## src/design/fetch_pkg.sv

```systemverilog
package fetch_pkg;

    // Instruction and data word
    typedef logic [31:0] word_t;
    // Byte address or PC
    typedef logic [31:0] addr_t;
    // Major opcode field of an instruction
    typedef logic [6:0] opcode_t;
    // Squash and window down-counters
    typedef logic [1:0] cnt_t;

    // Instruction memory geometry
    localparam int IMEM_WORDS = 256;
    localparam int IMEM_AW = 8;
    typedef logic [IMEM_AW-1:0] imem_idx_t;

    // addi x0,x0,0
    localparam word_t NOP_INSN = 32'h0000_0013;
    localparam addr_t IRQ_VECTOR = 32'h0000_0004;
    localparam addr_t RESET_PC = 32'h0000_0000;
    localparam int PC_STEP = 4;

    // Extra squash cycles after a flush edge
    localparam int FLUSH_NOPS = 2;
    // Decode NOPs after an interrupt
    localparam int IRQ_NOPS = 2;
    // Cycles in which a branch retargets the return PC
    localparam int IRQ_WINDOW = 3;

    // Conditional branch and jalr opcodes
    localparam opcode_t OPC_BRANCH = 7'b110_0011;
    localparam opcode_t OPC_JALR = 7'b110_0111;

    // Down-count that stops at zero
    function automatic cnt_t cnt_step(input cnt_t cnt);
        return (cnt != '0) ? cnt - 1'b1 : cnt;
    endfunction

endpackage

```

## src/design/fetch_pc_if.sv

```systemverilog
interface fetch_pc_if import fetch_pkg::*; ();

    // PC of the word being read from memory
    addr_t pc;
    // Sequential successor of pc
    addr_t pc_seq;
    // Pipeline freeze during stall or warmup
    logic hold;
    // Low only in the warmup cycle after reset
    logic fetch_en;

    // PC unit side
    modport drv (
        output pc,
        output pc_seq,
        output hold,
        output fetch_en
    );

    // Memory, interrupt unit and decode register side
    modport rd (
        input pc,
        input pc_seq,
        input hold,
        input fetch_en
    );

endinterface

```

## src/design/irq_ctx_if.sv

```systemverilog
interface irq_ctx_if import fetch_pkg::*; ();

    // Where rti resumes
    addr_t ret_pc;
    // Interrupt taken and handler state still live
    logic in_handler;
    // Decode gets NOPs while set
    logic squash;
    // Branch capture window still open
    logic window;

    // Interrupt unit side
    modport drv (
        output ret_pc,
        output in_handler,
        output squash,
        output window
    );

    // PC unit and decode register side
    modport rd (
        input ret_pc,
        input in_handler,
        input squash,
        input window
    );

endinterface

```

## src/design/pc_ctrl.sv

```systemverilog
module pc_ctrl import fetch_pkg::*; (
    input  logic   clk,
    input  logic   rst_n,
    input  logic   i_branch,
    input  addr_t  i_pc_ex,
    input  logic   i_interrupt,
    input  logic   i_rti,
    input  logic   i_rsi,
    input  logic   i_stall,
    fetch_pc_if.drv pc_bus,
    irq_ctx_if.rd   irq
);

    addr_t pc_q;
    addr_t pc_seq;
    addr_t pc_next;
    logic  warmup;
    logic  hold;

    assign pc_seq = pc_q + addr_t'(PC_STEP);
    assign hold = i_stall | warmup;

    // Next PC
    // Interrupt wins over returns, handler state and branches
    always_comb begin
        if (i_interrupt) begin
            pc_next = IRQ_VECTOR;
        end else if (i_rti) begin
            // Back to the interrupted stream
            pc_next = irq.ret_pc;
        end else if (i_rsi) begin
            // Execute tells where the handler continues
            pc_next = i_pc_ex;
        end else if (irq.in_handler) begin
            // Branches here go to the return register instead
            pc_next = pc_seq;
        end else if (i_branch) begin
            pc_next = i_pc_ex;
        end else begin
            pc_next = pc_seq;
        end
    end

    // One cycle of warmup after reset
    // PC and memory stay put during it
    always_ff @(posedge clk) begin
        if (!rst_n) begin
            warmup <= 1'b1;
        end else begin
            warmup <= 1'b0;
        end
    end

    // PC register
    always_ff @(posedge clk) begin
        if (!rst_n) begin
            pc_q <= RESET_PC;
        end else if (!hold) begin
            pc_q <= pc_next;
        end
    end

    assign pc_bus.pc = pc_q;
    assign pc_bus.pc_seq = pc_seq;
    assign pc_bus.hold = hold;
    assign pc_bus.fetch_en = ~warmup;

endmodule

```

## src/flat_wrapper.sv

```systemverilog
// flat-port wrapper written by rule: the top's interface ports become plain ports
module pc_ctrl_flat import fetch_pkg::*;
  (clk, rst_n, i_branch, i_pc_ex, i_interrupt, i_rti, i_rsi, i_stall, pc_bus_pc, pc_bus_pc_seq, pc_bus_hold, pc_bus_fetch_en, irq_ret_pc, irq_in_handler, irq_squash, irq_window);
  fetch_pc_if pc_bus_i ();
  irq_ctx_if irq_i ();
  input  logic clk;
  input  logic rst_n;
  input  logic i_branch;
  input  addr_t i_pc_ex;
  input  logic i_interrupt;
  input  logic i_rti;
  input  logic i_rsi;
  input  logic i_stall;
  output wire logic [$bits(pc_bus_i.pc)-1:0] pc_bus_pc;
  output wire logic [$bits(pc_bus_i.pc_seq)-1:0] pc_bus_pc_seq;
  output wire logic [$bits(pc_bus_i.hold)-1:0] pc_bus_hold;
  output wire logic [$bits(pc_bus_i.fetch_en)-1:0] pc_bus_fetch_en;
  input wire logic [$bits(irq_i.ret_pc)-1:0] irq_ret_pc;
  input wire logic [$bits(irq_i.in_handler)-1:0] irq_in_handler;
  input wire logic [$bits(irq_i.squash)-1:0] irq_squash;
  input wire logic [$bits(irq_i.window)-1:0] irq_window;
  assign pc_bus_pc = pc_bus_i.pc;
  assign pc_bus_pc_seq = pc_bus_i.pc_seq;
  assign pc_bus_hold = pc_bus_i.hold;
  assign pc_bus_fetch_en = pc_bus_i.fetch_en;
  assign irq_i.ret_pc = irq_ret_pc;
  assign irq_i.in_handler = irq_in_handler;
  assign irq_i.squash = irq_squash;
  assign irq_i.window = irq_window;
  pc_ctrl u_core (.clk(clk), .rst_n(rst_n), .i_branch(i_branch), .i_pc_ex(i_pc_ex), .i_interrupt(i_interrupt), .i_rti(i_rti), .i_rsi(i_rsi), .i_stall(i_stall), .pc_bus(pc_bus_i), .irq(irq_i));
endmodule
```

## config.mk

```make
export PLATFORM = sky130hd
export DESIGN_NAME = pc_ctrl_flat
export DESIGN_NICKNAME = d
export VERILOG_FILES = /design/src/design/fetch_pkg.sv /design/src/design/fetch_pc_if.sv /design/src/design/irq_ctx_if.sv /design/src/design/pc_ctrl.sv /design/src/flat_wrapper.sv
export SDC_FILE = /design/constraint.sdc
export NUM_CORES = 1
export LEC_CHECK = 0
export BUFFER_PORTS_ARGS = -buffer_cell sky130_fd_sc_hd__buf_2
export CORE_MARGIN = 5
export CORE_UTILIZATION = 28
export CTS_BUF_LIST = sky130_fd_sc_hd__clkbuf_4 sky130_fd_sc_hd__clkbuf_8
export DETAILED_ROUTE_END_ITERATION = 7
export PLACE_DENSITY_LB_ADDON = 0.05
export SYNTH_ARGS = -nofsm -noshare
export SYNTH_HDL_FRONTEND = slang
export SYNTH_SLANG_ARGS = --single-unit
```

## constraint.sdc

```tcl
create_clock -name clk -period 2.9 [get_ports clk]
set_clock_uncertainty 0.2 [all_clocks]
set_input_delay 0.58 -clock clk [delete_from_list [all_inputs] [get_ports clk]]
set_output_delay 0.58 -clock clk [all_outputs]
set_load 0.005 [all_outputs]
```

Word-level counts from Yosys, hierarchy flattened --
Index checks and enable logic that the tools add are counted.
Cells by class: bitwise gates (word level) 2, add/sub/neg operators 1, mux-type cells 6
Operators with widths (number):
- $mux W32 | 5
- $add A32 B3 Y32 const B | 1
- $mux W1 | 1
- $not A1 Y1 | 1
- $or A1 B1 Y1 | 1
Word-level totals: output and inout bits 66, logic and storage cells 11, bits in registers 33, input port bits 74

Logic depth before layout (Yosys ltp) --
Gate-level depths: netlist of the first run.
depth after elaboration 6, gate-level depth with buffers 8, depth with buffers taken out 6

Worst setup path after synthesis of the first run --
Ideal clock, no wire load.
path kind register to output, from reg u_core.pc_q[2], in the netlist u_core.pc_bus.pc[2], to out pc_bus_pc_seq[28], path buffers 1, stages on the path, launching flop included 7, data required time 2.120 ns, arrival time 1.857 ns, slack 0.263 ns, path through dfxtp_1 -> ha_1 -> nand3_1 -> or3_1 -> clkbuf_1 -> nor4_1 -> xor2_1
On the way: longest elaborated chain between the ends 1
RTL lines:
- from (decl) | RTL line pc_ctrl.sv:14 | addr_t pc_q;
- from (signal assigned) | RTL line pc_ctrl.sv:59 | pc_q <= pc_next;
- $add A32 B3 Y32 | RTL line pc_ctrl.sv:20 | assign pc_seq = pc_q + addr_t'(PC_STEP);
- to (decl) | RTL line flat_wrapper.sv:15 | output wire logic [$bits(pc_bus_i.pc_seq)-1:0] pc_bus_pc_seq;
Every way passes these cells.

Worst setup path in the final report of the first run --
from reg u_core.pc_q[3], in the netlist u_core.pc_bus.pc[3], to out pc_bus_pc_seq[24]
The elaborated chain is that of the path after synthesis.

==> impl_metrics.json, run 1 <==
{
  "status": "completed",
  "synth.most_common_cell": "dfxtp_1",
  "synth_nets": 440,
  "nFillCells": 1023,
  "io_pins": 140,
  "syn_area_per_cell_um2": 7.37,
  "vias": 3429,
  "numCtsBuffers": 5,
  "die_width_um": 108,
  "clk_path_buf_depth": 2,
  "synth_cells": 365,
  "cts_htree_levels": 2,
  "cts-hold-fix-buffers": 0,
  "synth_area_mm2": 0.00269,
  "finalSetupViolCount": 0,
  "finalCritPeriodShare_pct": 97.3,
  "synth_edf_count": 0,
  "die_h_um": 108,
  "hold_depth": 2,
  "r2r_cells": 7,
  "drt_iter0_drc": 170,
  "start_kind": "register",
  "required_ns": 2.12,
  "antenna_found_initial": 0,
  "worst_pin_slew_ns": 0.529,
  "grt_pass1_wl_mm": 18.1,
  "crit_path_top_delay_cell": "or3_4",
  "max_freq_ghz": 0.355,
  "finalSetupTns_ns": 0,
  "cap_violations": 0,
  "fin_crit_ns": 2.82,
  "overflow": 0,
  "timing.critical_path.from": "u_core.pc_bus.pc[3]",
  "critPathMaxStageDelay_ns": 0.42,
  "port_buffers": 137,
  "dp.cells": 641,
  "leakage_uw": 0.00185,
  "ant_nets": 0,
  "num_rows": 35,
  "p_per_area_mw_per_mm2": 301,
  "stdcell_count": 652,
  "clock_latency_ns": 0.29,
  "drc": 0,
  "die_area_mm2": 0.0117,
  "synthArstFlopShare_pct": 0,
  "setup.worst_path.class": "reg -> out",
  "finalPower_uw": 1180,
  "yosys.cell_types.count": 61,
  "ys.flop_type": "dfxtp_1",
  "dpl.hpwl_mm": 9.00,
  "hold_class": "reg -> reg",
  "grt_max_degree": 21,
  "synth.yosys.seq_area_share_pct": 24.6,
  "area_delta_synth_final_pct": 45.8,
  "synth_top_cell_by_area": "dfxtp_1",
  "synth_top_area_share_pct": 24.6,
  "wl_per_cell_um": 18.3,
  "cp.arrival_ns": 2.04,
  "drt_wl_total_mm": 11.9,
  "holdCritStartpoint": "u_core.pc_bus.pc[0]",
  "path_cells": "ha_4 -> nand3_2 -> or3_4 -> buf_6 -> or4_4 -> nand2_1 -> buf_2",
  "slew_headroom_pct": 63.8,
  "grt_pass1_vias": 3446,
  "finalHoldViolations": 0,
  "ys_ff_latch": 33,
  "initial_core_util_pct": 29.0,
  "clkSlewWorstSetupHoldPaths_ns": 0.08,
  "fin_nets": 597,
  "rr_startpoint": "u_core.pc_bus.pc[3]",
  "synth.area.top_cells": "dfxtp_1 (25%), o21ai_0 (6.0%), xnor2_1 (4.6%)",
  "track_usage_pct": 19.8,
  "cts_sinks": 33,
  "ys_top_cells_by_count": "dfxtp_1 (33), o21ai_0 (32), nand2_1 (31), clkbuf_1 (23), nor2_1 (21)",
  "ir_drop_uv": 132,
  "cts_root_buffer": "clkbuf_8",
  "final_max_slew_viol_count": 0,
  "place_congestion": 0.797,
  "endpoint_kind": "output pin",
  "drt_first_pass_iters": 4,
  "synth-warning-count": 0,
  "rsz0062_at_grt": "no",
  "coreArea_mm2": 0.00928,
  "num_antenna_cells": 0,
  "critPathMaxFanout": 7,
  "tritoncts": "built",
  "drive_above_1_share_pct": 41.5,
  "drt-vias-per-instance": 5.26
}
[sequential cells by signal, indices dropped and copies added (netlist names)]
signal and count:
u_core.pc_bus.pc 32, u_core.warmup 1
[report_power, final]
group	internal [µW]	total (µW)	switching, µW
clock	215	405	190
combinational	133	285	152
sequential	469	489	19.4
[final timing paths]
| kind | to | slack, ns |
|---|---|---|
| max | pc_bus_pc_seq[24] | 0.08 |
| min | u_core.pc_bus.pc[0] | 0.33 |
| max reg2reg | u_core.pc_bus.pc[24] | 0.71 |
| min reg2reg | u_core.pc_bus.pc[0] | 0.33 |
[layout by cell type, fill, tap and decap left out, drive strengths merged, types with 9 or more instances in the layout]
cell type  count
nor2          21
dfxtp         33
xnor2         14
nand2         31
xor2           9
inv           10
buf          180
nand3         20
nor3          13
a21oi         13
nand4         10
o21ai         32
[metal layers]
metal	track usage [%]	up-vias	part of all wire, %
li1	-	1689	-
met1	26.0	1622	45
met2	33.5	112	48
met3	4.66	6	6.7
met4	3.34	0	0.65
met5	0	-	0
[critical path: cells and delay by family (launching register included)]
family / cells / cell delay, ns
buffers and inverters: 2 / 0.25
adders and majority gates: 1 / 0.15
and+or+nand+nor: 4 / 1.00
DFF: 1 / 0.36
[final cells by class]
| class | instances | area, µm² | share of cell area (%) |
|---|---|---|---|
| Clock buffer | 7 | 96.3 | 2.46 |
| Clock inverter | 1 | 5.00 | 0.128 |
| Inverter | 11 | 41.3 | 1.05 |
| Multi-Input combinational cell | 291 | 1920 | 49.0 |
| Sequential cell | 33 | 673 | 17.2 |
| Tap cell | 129 | 161 | 4.11 |
| Timing Repair Buffer | 180 | 1020 | 26.1 |
[through the flow]
| step | utilization [%] | hold slack, ns | cell area, µm² | setup slack (ns) |
|---|---|---|---|---|
| finish | 42.3 | 0.328 | 3920 | 0.0792 |
| global placement | 40.1 | 0.308 | 3720 | 0.130 |
| floorplan | - | 0.313 | 2690 | 0.263 |
| CTS | 41.8 | 0.335 | 3880 | 0.0148 |
| global route | 42.3 | 0.346 | 3920 | 0.00312 |
| detailed placement | 40.1 | 0.312 | 3720 | 0.150 |
[repair_timing]
action | CTS | global route
setup buffers | 2 | 0
gates cloned | 0 | 1
pin swaps | 4 | 4
setup endpoints to repair | 8 | 8
gates resized for setup | 12 | 11
[cells by family after synthesis]
group,after synthesis,share of synthesized area (%)
muxes,7,2.60
adders and majority gates,1,0.465
DFF,33,24.6
buffers and inverters,42,6.70
and+or+nand+nor,145,29.0
AOI/OAI and AO/OA,114,29.2
xor gates and xnor gates,23,7.49
No activity file was read; power rests on OpenSTA's default activity.
==> run 2, diff against run 1 <==
--- a/config.mk
+++ b/config.mk
@@ -10,6 +10,7 @@
 export CORE_UTILIZATION = 28
 export CTS_BUF_LIST = sky130_fd_sc_hd__clkbuf_4 sky130_fd_sc_hd__clkbuf_8
 export DETAILED_ROUTE_END_ITERATION = 7
+export GPL_TIMING_DRIVEN = 0
 export PLACE_DENSITY_LB_ADDON = 0.05
 export SYNTH_ARGS = -nofsm -noshare
 export SYNTH_HDL_FRONTEND = slang
==> constraint.sdc (replaced) <==
create_clock -name clk -period 2.8 [get_ports clk]
set_clock_uncertainty 0.2 [all_clocks]
set_input_delay 0.56 -clock clk [delete_from_list [all_inputs] [get_ports clk]]
set_output_delay 0.56 -clock clk [all_outputs]
set_load 0.005 [all_outputs]
==> impl_metrics.json, run 2 (synthesis results as in run 1) <==
{
  "status": "completed",
  "drt_wl_total_mm": 13.1,
  "die_h_um": 108,
  "path_cells": "ha_4 -> nand3_4 -> or3_4 -> o31a_1 -> or2_4 -> buf_6",
  "grt_max_degree": 11,
  "port_buffers": 135,
  "worst_pin_slew_ns": 0.846,
  "antenna_found_initial": 0,
  "wl_per_cell_um": 20.1,
  "clkSlewWorstSetupHoldPaths_ns": 0.08,
  "clock_latency_ns": 0.29,
  "ant_nets": 0,
  "fin_crit_ns": 2.77,
  "nFillCells": 1039,
  "worst_r2r_endpoint": "u_core.pc_bus.pc[27]",
  "cts_htree_levels": 2,
  "ir_drop_uv": 161,
  "overflow": 0,
  "die_width_um": 108,
  "drt_iter0_drc": 272,
  "slew_headroom_pct": 43.2,
  "hold_ws_ns": 0.309,
  "cp-endpoint": "pc_bus_pc_seq[26]",
  "endpoint_kind": "output pin",
  "clk_path_buf_depth": 2,
  "setup_slack_ns": 0.0272,
  "coreArea_mm2": 0.00928,
  "finalCritPeriodShare_pct": 99.0,
  "fin_nets": 596,
  "rsz0062_at_grt": "yes",
  "io_pins": 140,
  "required_ns": 2.04,
  "leakage_uw": 0.00184,
  "max_freq_ghz": 0.361,
  "drive_above_1_share_pct": 41.5,
  "die_area_mm2": 0.0117,
  "r2r_slack_ns": 0.34,
  "num_rows": 35,
  "grt_pass1_vias": 3446,
  "drt-vias-per-instance": 5.42,
  "final_max_slew_viol_count": 0,
  "seq_area_um2": 709,
  "finalSetupViolCount": 0,
  "critPathMaxStageDelay_ns": 0.47,
  "cts_root_buffer": "clkbuf_8",
  "vias": 3521,
  "multiInputGateArea_mm2": 0.00201,
  "crit_path_top_delay_cell": "or3_4",
  "cts_sinks": 33,
  "setup.worst_path.class": "reg -> out",
  "dp_slack_ns": -0.336,
  "initial_core_util_pct": 29.0,
  "postLayoutCoreUtil_pct": 42.7,
  "drc": 0,
  "area_delta_synth_final_pct": 47.3,
  "p_per_area_mw_per_mm2": 305,
  "rr_startpoint": "u_core.warmup",
  "dpl.hpwl_mm": 9.43,
  "r2r_cells": 6,
  "tritoncts": "built",
  "layout_common_cells": "buf_2 (135), o21ai_0 (32), nand2_1 (31), buf_4 (21), nor2_1 (20)",
  "timing.critical_path.from": "u_core.pc_bus.pc[2]",
  "critPathMaxFanout": 6,
  "place_congestion": 0.826,
  "grt_pass1_wl_mm": 19.5,
  "layout_commonest_cell": "buf_2",
  "numCtsBuffers": 5,
  "start_kind": "register",
  "largest_reg_flops": 32,
  "holdCritStartpoint": "u_core.pc_bus.pc[7]",
  "cap_violations": 0,
  "track_usage_pct": 21.8,
  "num_antenna_cells": 0,
  "drt_first_pass_iters": 5,
  "finalHoldViolations": 0,
  "hold_class": "reg -> reg",
  "cp.arrival_ns": 2.01
}
[run 2: changes by cell type in the layout (fill, tap and decap cells not counted), sizes merged]
| cell | delta |
|---|---|
| clkbuf | +19 |
| or3 | -1 |
| clkdlybuf4s18 | +1 |
| buf | -20 |
| clkinv | -1 |
[run 2: worst max-delay path, delay by kind of cell, from the launching register on]
kind,cells,cell delay (ns)
buffers and inverters,1,0.11
adder cells (fa/ha/maj),1,0.15
flip-flops,1,0.37
AO/OA/AOI/OAI,1,0.32
AND/OR/NAND/NOR,3,0.78
[run 2: layout make-up]
type	count	share of cell area (%)
timing repair buffer	155	21.2
clock buffer	7	2.27
tap	129	4.07
sequential	33	17.9
inverter	11	1.04
multi-input combinational	290	50.7
buffer	25	2.81
[run 2: how the worst min path moves through the flow]
stage,to,slack [ns],cells after the start
2_1_floorplan,u_core.pc_bus.pc[0],0.31,2
3_3_place_gp,u_core.pc_bus.pc[0],0.32,2
3_5_place_dp,u_core.pc_bus.pc[0],0.31,2
4_1_cts,u_core.pc_bus.pc[6],0.31,3
5_1_grt,u_core.pc_bus.pc[7],0.32,2
6_report,u_core.pc_bus.pc[7],0.31,2
[run 2: stage by stage]
step                power [µW]  instance area [µm²]  std cells  TNS, ns
floorplan                  651                 2690        365        0
global placement           798                 3530        629    -4.64
detailed placement         798                 3530        629    -4.20
CTS                       1210                 3860        647        0
global route              1270                 3960        650   -0.187
finish                    1210                 3960        650        0
[run 2: where the power goes]
| group | total (µW) | switching, µW | internal (µW) |
|---|---|---|---|
| Combinational | 290 | 166 | 125 |
| Sequential | 508 | 27.3 | 481 |
| Clock | 411 | 205 | 206 |
| Total | 1210 | 398 | 812 |
[run 2: repair_timing]
action | in CTS | in global routing
pin swaps | 6 | 6
gates resized for setup | 45 | 21
hold buffers | 0 | 0
endpoints found under the hold margin | 0 | 0
setup endpoints to repair | 18 | 22
setup buffers | 15 | 5
[run 2: per-layer routing]
layer	wire length, µm	track usage, %
met5	0	0
met4	139	4.87
met3	1050	4.84
met2	6100	36.5
met1	5790	28.5
