===== config.mk =====
export PLATFORM = sky130hd
export DESIGN_NAME = fetch_dec_reg_flat
export DESIGN_NICKNAME = d
export VERILOG_FILES = /design/src/design/fetch_pkg.sv /design/src/design/fetch_pc_if.sv /design/src/design/irq_ctx_if.sv /design/src/design/fetch_dec_reg.sv /design/src/flat_wrapper.sv
export SDC_FILE = /design/constraint.sdc
export NUM_CORES = 1
export LEC_CHECK = 0
export BUFFER_PORTS_ARGS = -buffer_cell sky130_fd_sc_hd__buf_2
export CAP_MARGIN = 40
export CORE_UTILIZATION = 51
export DETAILED_ROUTE_END_ITERATION = 8
export PLACE_DENSITY = 0.79
export SLEW_MARGIN = 0
export SYNTH_ARGS = -nofsm -noshare
export SYNTH_HDL_FRONTEND = slang
export SYNTH_SLANG_ARGS = --single-unit
export TNS_END_PERCENT = 50

===== constraint.sdc =====
create_clock -name clk -period 1.9 [get_ports clk]
set_clock_uncertainty 0.05 [all_clocks]
set_input_delay 0.475 -clock clk [delete_from_list [all_inputs] [get_ports clk]]
set_output_delay 0.475 -clock clk [all_outputs]
set_load 0.01 [all_outputs]

===== src/design/fetch_pkg.sv =====
package fetch_pkg;

    // Instruction and data word
    typedef logic [31:0] word_t;
    // Byte address or PC
    typedef logic [31:0] addr_t;
    // Major opcode field of an instruction
    typedef logic [6:0] opcode_t;
    // Squash and window down-counters
    typedef logic [1:0] cnt_t;

    // Instruction memory geometry
    localparam int IMEM_WORDS = 256;
    localparam int IMEM_AW = 8;
    typedef logic [IMEM_AW-1:0] imem_idx_t;

    // addi x0,x0,0
    localparam word_t NOP_INSN = 32'h0000_0013;
    localparam addr_t IRQ_VECTOR = 32'h0000_0004;
    localparam addr_t RESET_PC = 32'h0000_0000;
    localparam int PC_STEP = 4;

    // Extra squash cycles after a flush edge
    localparam int FLUSH_NOPS = 2;
    // Decode NOPs after an interrupt
    localparam int IRQ_NOPS = 2;
    // Cycles in which a branch retargets the return PC
    localparam int IRQ_WINDOW = 3;

    // Conditional branch and jalr opcodes
    localparam opcode_t OPC_BRANCH = 7'b110_0011;
    localparam opcode_t OPC_JALR = 7'b110_0111;

    // Down-count that stops at zero
    function automatic cnt_t cnt_step(input cnt_t cnt);
        return (cnt != '0) ? cnt - 1'b1 : cnt;
    endfunction

endpackage


===== src/design/fetch_pc_if.sv =====
interface fetch_pc_if import fetch_pkg::*; ();

    // PC of the word being read from memory
    addr_t pc;
    // Sequential successor of pc
    addr_t pc_seq;
    // Pipeline freeze during stall or warmup
    logic hold;
    // Low only in the warmup cycle after reset
    logic fetch_en;

    // PC unit side
    modport drv (
        output pc,
        output pc_seq,
        output hold,
        output fetch_en
    );

    // Memory, interrupt unit and decode register side
    modport rd (
        input pc,
        input pc_seq,
        input hold,
        input fetch_en
    );

endinterface


===== src/design/irq_ctx_if.sv =====
interface irq_ctx_if import fetch_pkg::*; ();

    // Where rti resumes
    addr_t ret_pc;
    // Interrupt taken and handler state still live
    logic in_handler;
    // Decode gets NOPs while set
    logic squash;
    // Branch capture window still open
    logic window;

    // Interrupt unit side
    modport drv (
        output ret_pc,
        output in_handler,
        output squash,
        output window
    );

    // PC unit and decode register side
    modport rd (
        input ret_pc,
        input in_handler,
        input squash,
        input window
    );

endinterface


===== src/design/fetch_dec_reg.sv =====
module fetch_dec_reg import fetch_pkg::*; (
    input  logic   clk,
    input  logic   rst_n,
    input  logic   i_flush,
    input  logic   i_stall,
    input  word_t  i_mem_data,
    fetch_pc_if.rd  pc_bus,
    irq_ctx_if.rd   irq,
    output word_t  o_fetch_insn,
    output word_t  o_instruction_dec,
    output addr_t  o_pc_curr_dec,
    output addr_t  o_pc_next_dec
);

    word_t fe_q;
    word_t insn_fe;
    logic  flush_ok;
    logic  squash_fe;
    cnt_t  flush_cnt;
    addr_t pc_curr_q0;
    addr_t pc_curr_q1;
    addr_t pc_next_q0;
    addr_t pc_next_q1;

    // Flush inside the handler is ignored
    assign flush_ok = i_flush && !irq.in_handler;

    // Fetch register behind the memory
    // Memory output is frozen through a stall so this word holds
    // during the stall and the cycle after it
    always_ff @(posedge clk) begin
        if (!rst_n) begin
            fe_q <= '0;
        end else if (!pc_bus.hold && !i_stall) begin
            fe_q <= i_mem_data;
        end
    end

    // NOP substitution on the fetch-side word
    assign squash_fe = (fe_q == '0) || !pc_bus.fetch_en || flush_ok ||
                       (flush_cnt != '0) || irq.squash;
    assign insn_fe = squash_fe ? NOP_INSN : fe_q;
    assign o_fetch_insn = insn_fe;

    // Extra NOP cycles after a flush
    always_ff @(posedge clk) begin
        if (!rst_n) begin
            flush_cnt <= '0;
        end else if (flush_ok) begin
            flush_cnt <= cnt_t'(FLUSH_NOPS);
        end else begin
            flush_cnt <= cnt_step(flush_cnt);
        end
    end

    // Decode instruction register
    always_ff @(posedge clk) begin
        if (!rst_n) begin
            o_instruction_dec <= NOP_INSN;
        end else if (flush_ok) begin
            o_instruction_dec <= NOP_INSN;
        end else if ((flush_cnt == '0) && !pc_bus.hold) begin
            o_instruction_dec <= insn_fe;
        end
    end

    // PC delay chain
    // Two stages ahead of the output keep the PCs lined up with the word
    always_ff @(posedge clk) begin
        if (!rst_n || flush_ok) begin
            pc_curr_q0 <= '0;
            pc_curr_q1 <= '0;
            pc_next_q0 <= '0;
            pc_next_q1 <= '0;
            o_pc_curr_dec <= '0;
            o_pc_next_dec <= '0;
        end else if (flush_cnt != '0) begin
            // Redirected PCs keep moving behind zeroed outputs
            pc_curr_q0 <= pc_bus.pc;
            pc_curr_q1 <= pc_curr_q0;
            pc_next_q0 <= pc_bus.pc_seq;
            pc_next_q1 <= pc_next_q0;
            o_pc_curr_dec <= '0;
            o_pc_next_dec <= '0;
        end else if (!pc_bus.hold) begin
            pc_curr_q0 <= pc_bus.pc;
            pc_curr_q1 <= pc_curr_q0;
            pc_next_q0 <= pc_bus.pc_seq;
            pc_next_q1 <= pc_next_q0;
            o_pc_curr_dec <= pc_curr_q1;
            o_pc_next_dec <= pc_next_q1;
        end
    end

endmodule


===== src/flat_wrapper.sv =====
// flat-port wrapper written by rule: the top's interface ports become plain ports
module fetch_dec_reg_flat import fetch_pkg::*;
  (clk, rst_n, i_flush, i_stall, i_mem_data, o_fetch_insn, o_instruction_dec, o_pc_curr_dec, o_pc_next_dec, pc_bus_pc, pc_bus_pc_seq, pc_bus_hold, pc_bus_fetch_en, irq_ret_pc, irq_in_handler, irq_squash, irq_window);
  fetch_pc_if pc_bus_i ();
  irq_ctx_if irq_i ();
  input  logic clk;
  input  logic rst_n;
  input  logic i_flush;
  input  logic i_stall;
  input  word_t i_mem_data;
  output word_t o_fetch_insn;
  output word_t o_instruction_dec;
  output addr_t o_pc_curr_dec;
  output addr_t o_pc_next_dec;
  input wire logic [$bits(pc_bus_i.pc)-1:0] pc_bus_pc;
  input wire logic [$bits(pc_bus_i.pc_seq)-1:0] pc_bus_pc_seq;
  input wire logic [$bits(pc_bus_i.hold)-1:0] pc_bus_hold;
  input wire logic [$bits(pc_bus_i.fetch_en)-1:0] pc_bus_fetch_en;
  input wire logic [$bits(irq_i.ret_pc)-1:0] irq_ret_pc;
  input wire logic [$bits(irq_i.in_handler)-1:0] irq_in_handler;
  input wire logic [$bits(irq_i.squash)-1:0] irq_squash;
  input wire logic [$bits(irq_i.window)-1:0] irq_window;
  assign pc_bus_i.pc = pc_bus_pc;
  assign pc_bus_i.pc_seq = pc_bus_pc_seq;
  assign pc_bus_i.hold = pc_bus_hold;
  assign pc_bus_i.fetch_en = pc_bus_fetch_en;
  assign irq_i.ret_pc = irq_ret_pc;
  assign irq_i.in_handler = irq_in_handler;
  assign irq_i.squash = irq_squash;
  assign irq_i.window = irq_window;
  fetch_dec_reg u_core (.clk(clk), .rst_n(rst_n), .i_flush(i_flush), .i_stall(i_stall), .i_mem_data(i_mem_data), .pc_bus(pc_bus_i), .irq(irq_i), .o_fetch_insn(o_fetch_insn), .o_instruction_dec(o_instruction_dec), .o_pc_curr_dec(o_pc_curr_dec), .o_pc_next_dec(o_pc_next_dec));
endmodule

### Yosys cells after proc, flatten, opt, wreduce, memory -nomap -nowiden

Cells that the tools add are included.

* add/sub/neg operators: 1
* $mul: 0
* divide/modulo/power cells: 0
* magnitude comparators: 0
* eq/ne operators: 1
* shift-type cells: 0
* mux-type cells: 11
* bitwise operators: 1
* reduce and logical (&&, ||, !) cells: 19

Operators with widths (count)
* 2-to-1 mux 32 bit: 9
* logical NOT 32 bit: 1
* logical NOT 1 bit: 5
* logical OR 1 bit: 5
* 2-to-1 mux 2 bit: 2
* nonzero test 2 bit: 2
* OR reduction 2 bit: 2
* logical AND 1 bit: 3
* logical NOT 2 bit: 1
* inequality test 2 x 1 -> 1 bit, second input constant: 1
* subtractor 2 x 1 -> 2 bit, second input constant: 1
* NOT 1 bit: 1

* register bits: 258
* bits in latches: 0
* memory bits (writable): 0
* ROM bits: 0
* bits of input ports: 137
* output and inout port bits: 128
* memories kept: 0

### Depth between registers and ports, before layout

Gate-level depths: netlist of the first run.

* depth in word-level cells: 6
* depth in mapped cells: 6

### Worst setup path after synthesis of the first run

OpenSTA, ideal clock, no wires.

* path type: reg2out
* from: reg u_core.fe_q[22]
* to: out o_fetch_insn[0]
* data arrival time: 1.327 ns
* data required time: 1.375 ns
* setup slack: 0.048 ns
* stages on the path, launching flop included: 6
* buffers on the path: 1
* cell sequence: dfxtp_1 > nor4_1 > nand4_1 > o2111a_2 > buf_6 > or2b_1

* cells in the longest elaborated chain, start to end: 6

Ends and longest elaborated chain
* start, declared: RTL line fetch_dec_reg.sv:15 `word_t fe_q;`
* start signal, assigned: RTL line fetch_dec_reg.sv:35 `fe_q <= i_mem_data;`
* logical NOT 32 bit: RTL line fetch_dec_reg.sv:40 `assign squash_fe = (fe_q == '0) || !pc_bus.fetch_en || flush_ok ||`
* logical OR 1 bit (3 in a row): RTL line fetch_dec_reg.sv:40
* logical OR 1 bit: RTL line fetch_dec_reg.sv:41 `(flush_cnt != '0) || irq.squash;`
* 2-to-1 mux 32 bit: RTL line fetch_dec_reg.sv:42 `assign insn_fe = squash_fe ? NOP_INSN : fe_q;`
* end, declared: RTL line flat_wrapper.sv:11 `output word_t o_fetch_insn;`

Every way passes these cells.

### Worst setup path after layout of the first run

* from: reg u_core.fe_q[12]
* to: out o_fetch_insn[24]

Same word-level chain as after synthesis.

==> results of run 1 <==
-- metrics by stage --
step	setup slack, ps	cells	power [uW]	utilization
after CTS	-835	1519	11500	0.674
after global placement	-352	1473	6650	0.620
after floorplan	48.0	1034	6290	-
after global routing	-963	1521	11800	0.677
final	-854	1522	11400	0.677
after detailed placement	-389	1474	6670	0.621
-- per-layer routing --
metal / share of wire / wire length [um] / vias to the layer above
li1: - / - / 3899
met1: 0.43 / 9670 / 3576
met2: 0.48 / 10800 / 247
met3: 0.078 / 1770 / 35
met4: 0.021 / 467 / 2
met5: 0.00057 / 13 / -
-- cells by family after synthesis --
group / synth area share
mux: 0.0699
buf+inv: 0.0392
compound gates: 0.129
simple gates: 0.198
flops: 0.564
-- cell type report --
type                    instances  area (um2)  area share
flip-flops and latches        258        5170       0.438
multi-input cells             705        3750       0.318
repair buffers                289        1780       0.151
clock buffers                  38         777      0.0659
well taps                     225         282      0.0239
clock inverters                 5        35.0     0.00297
diodes                          2        5.00    0.000424
-- power by group through the flow --
stage                     combinational [uW]  clock, uW  sequential [uW]
final                                    944       4810             5650
after CTS                                940       4910             5650
after detailed placement                 909          0             5770
after global placement                   887          0             5760
after global routing                    1030       5130             5670
after floorplan                          525          0             5770
-- Yosys cell counts, types with 2 or more instances --
cell type and number:
a21boi_0 33, a21oi_1 128, a22o_1 28, and2_1 29, and2_4 2, buf_1 4, buf_2 38, buf_6 4
clkbuf_1 27, dfxtp_1 258, mux2i_1 64, nand2_1 324, nand4_1 2, nor2_1 68, nor4_1 8, o32a_1 3
or2b_1 3
-- worst reg2reg max path: cells and delay by family (launching register included) --
family | cells | cell delay, ps
and+or+nand+nor | 3 | 670
buffers and inverters | 2 | 520
DFF | 1 | 310
AOI/OAI and AO/OA | 1 | 150
-- state kept, by name (all words and copies together), names as in the netlist --
register	cells
u_core.o_pc_curr_dec	32
u_core.o_instruction_dec	32
u_core.pc_curr_q1	32
u_core.pc_next_q1	32
u_core.flush_cnt	2
u_core.o_pc_next_dec	32
u_core.fe_q	32
u_core.pc_curr_q0	32
u_core.pc_next_q0	32
-- timing repair --
item	in CTS	in global routing
endpoints found under the setup margin	32	32
pin swaps	32	6
resized for setup	19	13
gates cloned	3	0
setup buffers	0	1
-- path summary, 6_finish.rpt --
| check | to | startpoint | slack, ps | depth (start not counted) |
|---|---|---|---|---|
| setup / recovery | o_fetch_insn[24] | u_core.fe_q[12] | -850 | 6 |
| hold / removal | u_core.pc_next_q0[2] | pc_bus_pc_seq[2] | 150 | 3 |
| setup reg to reg | u_core.pc_next_q0[27] | u_core.flush_cnt[1] | 140 | 6 |
| hold reg to reg | u_core.pc_curr_q1[30] | u_core.pc_curr_q1[30] | 400 | 2 |
==> out/metrics.cfg, run 1 <==
[outcome]
run_status = finished with violations
violations = negative setup slack

[timing]
drv_slew = 0
setup_viol = 32
timing.fmax_mhz = 363
hold_ws_ps = 150
slew_headroom = 0.596
setup_tns_ps = -26590
hold_viol = 0
setup_ws_ps = -854
tightest_slew_ps = 606
layout_min_cycle_time_ps = 2750
rsz0062_at_grt = yes
min_period_over_period = 1.45

[hold_path]
hp-class = input port to flip-flop

[power_and_ir_drop]
p_seq_frac = 0.496
worst_ir_drop_vdd_mv = 0.883
power.leakage_uw = 0.00522
switching_share = 0.230
pwr-share-clk = 0.422
power_density_nw_per_um2 = 967
p_comb_frac = 0.083
p_switching_uw = 2630
intPower_uw = 8780

[routing]
dr.pass1.iters = 6
remaining_drc_errors = 0
drt_iter0_drc = 411
route.detailed.vias_per_inst = 5.10
detail_route.wl_per_cell_um = 14.9
ant_nets = 0
routed_wl_mm = 22.7
vias = 7759

[yosys]
yosysWarnings = 0
synth_edf_count = 0
synth_seq_cells = 258
synthCells = 1034
syn_nets = 1171
ys_types = 28
ys_async_sr_fraction = 0
syn_area_per_cell_um2 = 8.86
yosysSeqAreaShare = 0.564
syn_area_um2 = 9160
netlist.area_leader.share = 0.564
ys.flop_type = dfxtp_1
synth_area_leaders = dfxtp_1, nand2_1, a21oi_1, mux2i_1, nor2_1
post-synth-top-area-cell = dfxtp_1

[flow_run]
maxCapViolCount = 0

[clock_tree]
cts_tree = done
htree_levels = 1
cts_buffers = 26
cts_hold_buf = 0
clk_path_buf_depth = 3
clkSlewWorstSetupHoldPaths_ps = 60
cts.sinks = 258
clock_latency_ps = 510
ctsRootBufferMaster = clkbuf_16

[placed_design]
portBuffers = 231
placedInstanceArea_um2 = 10800
dp_hpwl_mm = 14.5
place_congestion = 0.819

[worst_setup_path]
cp_cell_sequence = nor4_2, buf_4, nand4_1, o2111a_2, and2_1, buf_2
critPathLaunchType = flip-flop
worstPathArrival_ps = 2230
cp_max_fo = 8
critPathSlowestCell = o2111a_2
critPathTopFamily = simple AND/OR/NAND/NOR gates
end_kind = output pin
cpPeakStageDelay_ps = 430
crit_required_ps = 1370
path_buf_inv = 2
crit_type = flip-flop to output pin

[global_routing]
top_usage_layer = met2
grt_pass1_wl_mm = 35.3
grt_antenna_before_repair = 4
grt_start_max_net_pins = 94
grt_pass1_vias = 7205
overflow = 0
grt_use_met3 = 0.0608
grt_use_total = 0.237
use_met2 = 0.398
met1_usage = 0.299

[floorplan]
dieArea_um2 = 18500
initial_core_util = 0.526
die_h_um = 136
io_pins = 265
dieWidth_um = 136
placementRows = 48
core-area_um2 = 17400

[cells_and_area]
syn_to_final_growth_pct = 28.8
mostFrequentLayoutCells = nand2_1, dfxtp_1, buf_2, a21oi_1, nor2_1
fillCellCount = 1408
layout_commonest_cell = nand2_1
design_area_um2 = 11800
layout.nets = 1417
layout-drive-gt1-share = 0.276

No activity file was read; power rests on OpenSTA's default activity.
==> inputs of run 2 (changes only) <==
--- a/config.mk
+++ b/config.mk
@@ -14,4 +14,3 @@
 export SYNTH_ARGS = -nofsm -noshare
 export SYNTH_HDL_FRONTEND = slang
 export SYNTH_SLANG_ARGS = --single-unit
-export TNS_END_PERCENT = 50
==> constraint.sdc (replaced) <==
create_clock -name clk -period 2.6 [get_ports clk]
set_clock_uncertainty 0.05 [all_clocks]
set_input_delay 0.65 -clock clk [delete_from_list [all_inputs] [get_ports clk]]
set_output_delay 0.65 -clock clk [all_outputs]
set_load 0.01 [all_outputs]
==> run 2 against run 1 <==
Compared with the run above:
- the run still ends with negative setup slack left
- total power decreased by 27%
- highest routed layer unchanged
- critical path depth unchanged
- largest cell class unchanged
- combinational power decreased by 30%
- clock power decreased by 26%
- sequential cell count unchanged
==> out/metrics.cfg, run 2 (synthesis gave the netlist of run 1 again) <==
[cells_and_area]
layout-drive-gt1-share = 0.258  ; was 0.276
layout.nets = 1388  ; was 1417
syn_to_final_growth_pct = 25.9  ; was 28.8%
design_area_um2 = 11500  ; was 11800 um2
mostFrequentLayoutCells = nand2_1, dfxtp_1, buf_2, a21oi_1, nor2_1  ; unchanged
layout_commonest_cell = nand2_1  ; unchanged
fillCellCount = 1423  ; was 1408

[timing]
min_period_over_period = 1.09
drv_slew = 0  ; unchanged
setup_viol = 32  ; unchanged
slew_headroom = 0.559  ; was 0.596
layout_min_cycle_time_ps = 2820
hold_ws_ps = 330  ; was 150 ps
rsz0062_at_grt = yes  ; unchanged
tightest_slew_ps = 662  ; was 606 ps
setup_ws_ps = -223  ; was -854 ps
hold_viol = 0  ; unchanged
timing.fmax_mhz = 354

[worst_setup_path]
critPathLaunchType = flip-flop  ; unchanged
cp_max_fo = 32  ; was 8
crit_type = flip-flop to output pin  ; unchanged
worstPathArrival_ps = 2120  ; was 2230 ps
crit_required_ps = 1900  ; was 1370 ps
end_kind = output pin  ; unchanged
r2r_setup_slack_ps = 160  ; was 140 ps

[floorplan]
dieArea_um2 = 18500  ; unchanged
initial_core_util = 0.526  ; unchanged
die_h_um = 136  ; unchanged
placementRows = 48  ; unchanged
core-area_um2 = 17400  ; unchanged
dieWidth_um = 136  ; unchanged
io_pins = 265  ; unchanged

[global_routing]
overflow = 0  ; unchanged
grt_start_max_net_pins = 130  ; was 94
grt_antenna_before_repair = 7  ; was 4
grt_pass1_wl_mm = 35.1  ; was 35.3 mm
grt_use_total = 0.234  ; was 0.237
grt_pass1_vias = 7159  ; was 7205

[hold_path]
hp-class = input port to flip-flop  ; unchanged

[routing]
met1_length_mm = 9.19  ; was 9.67 mm
remaining_drc_errors = 0  ; unchanged
dr.pass1.iters = 4  ; was 6
top_layer_used = met5  ; unchanged
detail_route.wl_per_cell_um = 14.8  ; was 14.9 um
route.detailed.vias_per_inst = 5.15  ; was 5.10
wl_met3_mm = 1.80  ; was 1.77 mm
drt_iter0_drc = 417  ; was 411
ant_nets = 0  ; unchanged
route.met2.wl_mm = 10.7  ; was 10.8 mm
routed_wl_mm = 22.2  ; was 22.7 mm
vias = 7706  ; was 7759

[placed_design]
placedInstanceArea_um2 = 10500  ; was 10800 um2
dp_hpwl_mm = 13.9  ; was 14.5 mm
pre_cts_slack_ps = 108  ; was -389 ps
place_congestion = 0.831  ; was 0.819
portBuffers = 231  ; unchanged

[power_and_ir_drop]
power_density_nw_per_um2 = 726  ; was 967 nW/um2
worst_ir_drop_vdd_mv = 0.491  ; was 0.883 mV
power.leakage_uw = 0.00506  ; was 0.00522 uW

[clock_tree]
cts_tree = done  ; unchanged
clk_path_buf_depth = 3  ; unchanged
ctsRootBufferMaster = clkbuf_16  ; unchanged
cts_buffers = 27  ; was 26
cts.sinks = 258  ; unchanged
clkSlewWorstSetupHoldPaths_ps = 60  ; about the same
htree_levels = 1  ; unchanged
clock_latency_ps = 510  ; about the same

[outcome]
violations = negative setup slack  ; unchanged
run_status = finished with violations  ; unchanged

[flow_run]
maxCapViolCount = 0  ; unchanged

run 2: cell types whose count changed in the layout (fill, tap and decap cells not counted), moves of 4 or more:
cell | before | now
and2_1 | 18 | 28
buf_2 | 218 | 230
and2_4 | 13 | 3
nor4_1 | 5 | 1
buf_6 | 12 | 0
buf_4 | 50 | 24
dfxtp_1 | 255 | 251
run 2: final timing paths:
kind / start / endpoint / depth (start not counted)
max: u_core.fe_q[0] / o_fetch_insn[5] / 6
min: pc_bus_pc_seq[6] / u_core.pc_next_q0[6] / 3
max reg2reg: u_core.fe_q[22] / u_core.o_instruction_dec[4] / 14
min reg2reg: u_core.pc_curr_q1[15] / u_core.pc_curr_q1[15] / 2
run 2: final cells by class:
class	count	area, um2	area share
clock inverter	7	66.3	0.00575
clock buffer	38	757	0.0656
multi-input combinational	702	3750	0.325
timing repair buffer	262	1490	0.129
antenna	4	10.0	0.000868
tap	225	282	0.0244
sequential	258	5180	0.449
run 2: per-stage QoR:
step	setup TNS, ps	utilization	total power, uW	std cells
after floorplan	0	-	4600	1034
after detailed placement	0	0.604	4830	1435
after global placement	0	0.604	4820	1435
after CTS	-7470	0.660	8440	1492
final	-6530	0.662	8380	1496
after global routing	-9920	0.662	8710	1493
run 2: report_power, final:
group | internal, uW | switching [uW] | total (uW)
sequential | 4070 | 77.7 | 4150
combinational | 279 | 384 | 663
clock | 2110 | 1450 | 3560
run 2: routing by layer:
layer | vias to the layer above | GRT usage
met5 | - | 0
li1 | 3845 | -
met1 | 3562 | 0.285
met2 | 250 | 0.400
met4 | 4 | 0.0716
met3 | 45 | 0.0611
run 2: what timing repair did:
item                                    in CTS  in global routing
hold buffers                                 0                  0
endpoints found under the setup margin      32                 35
pin swaps                                    4                  3
resized for setup                           13                  8
buffers inserted                            12                  3
run 2: critical path, stage by stage, from the launching register on:
cell and delay, ps:
dfxtp_2 360, nor4_4 270, nand4_1 180, o2111a_2 320, buf_12 160, and2_1 170, buf_2 140
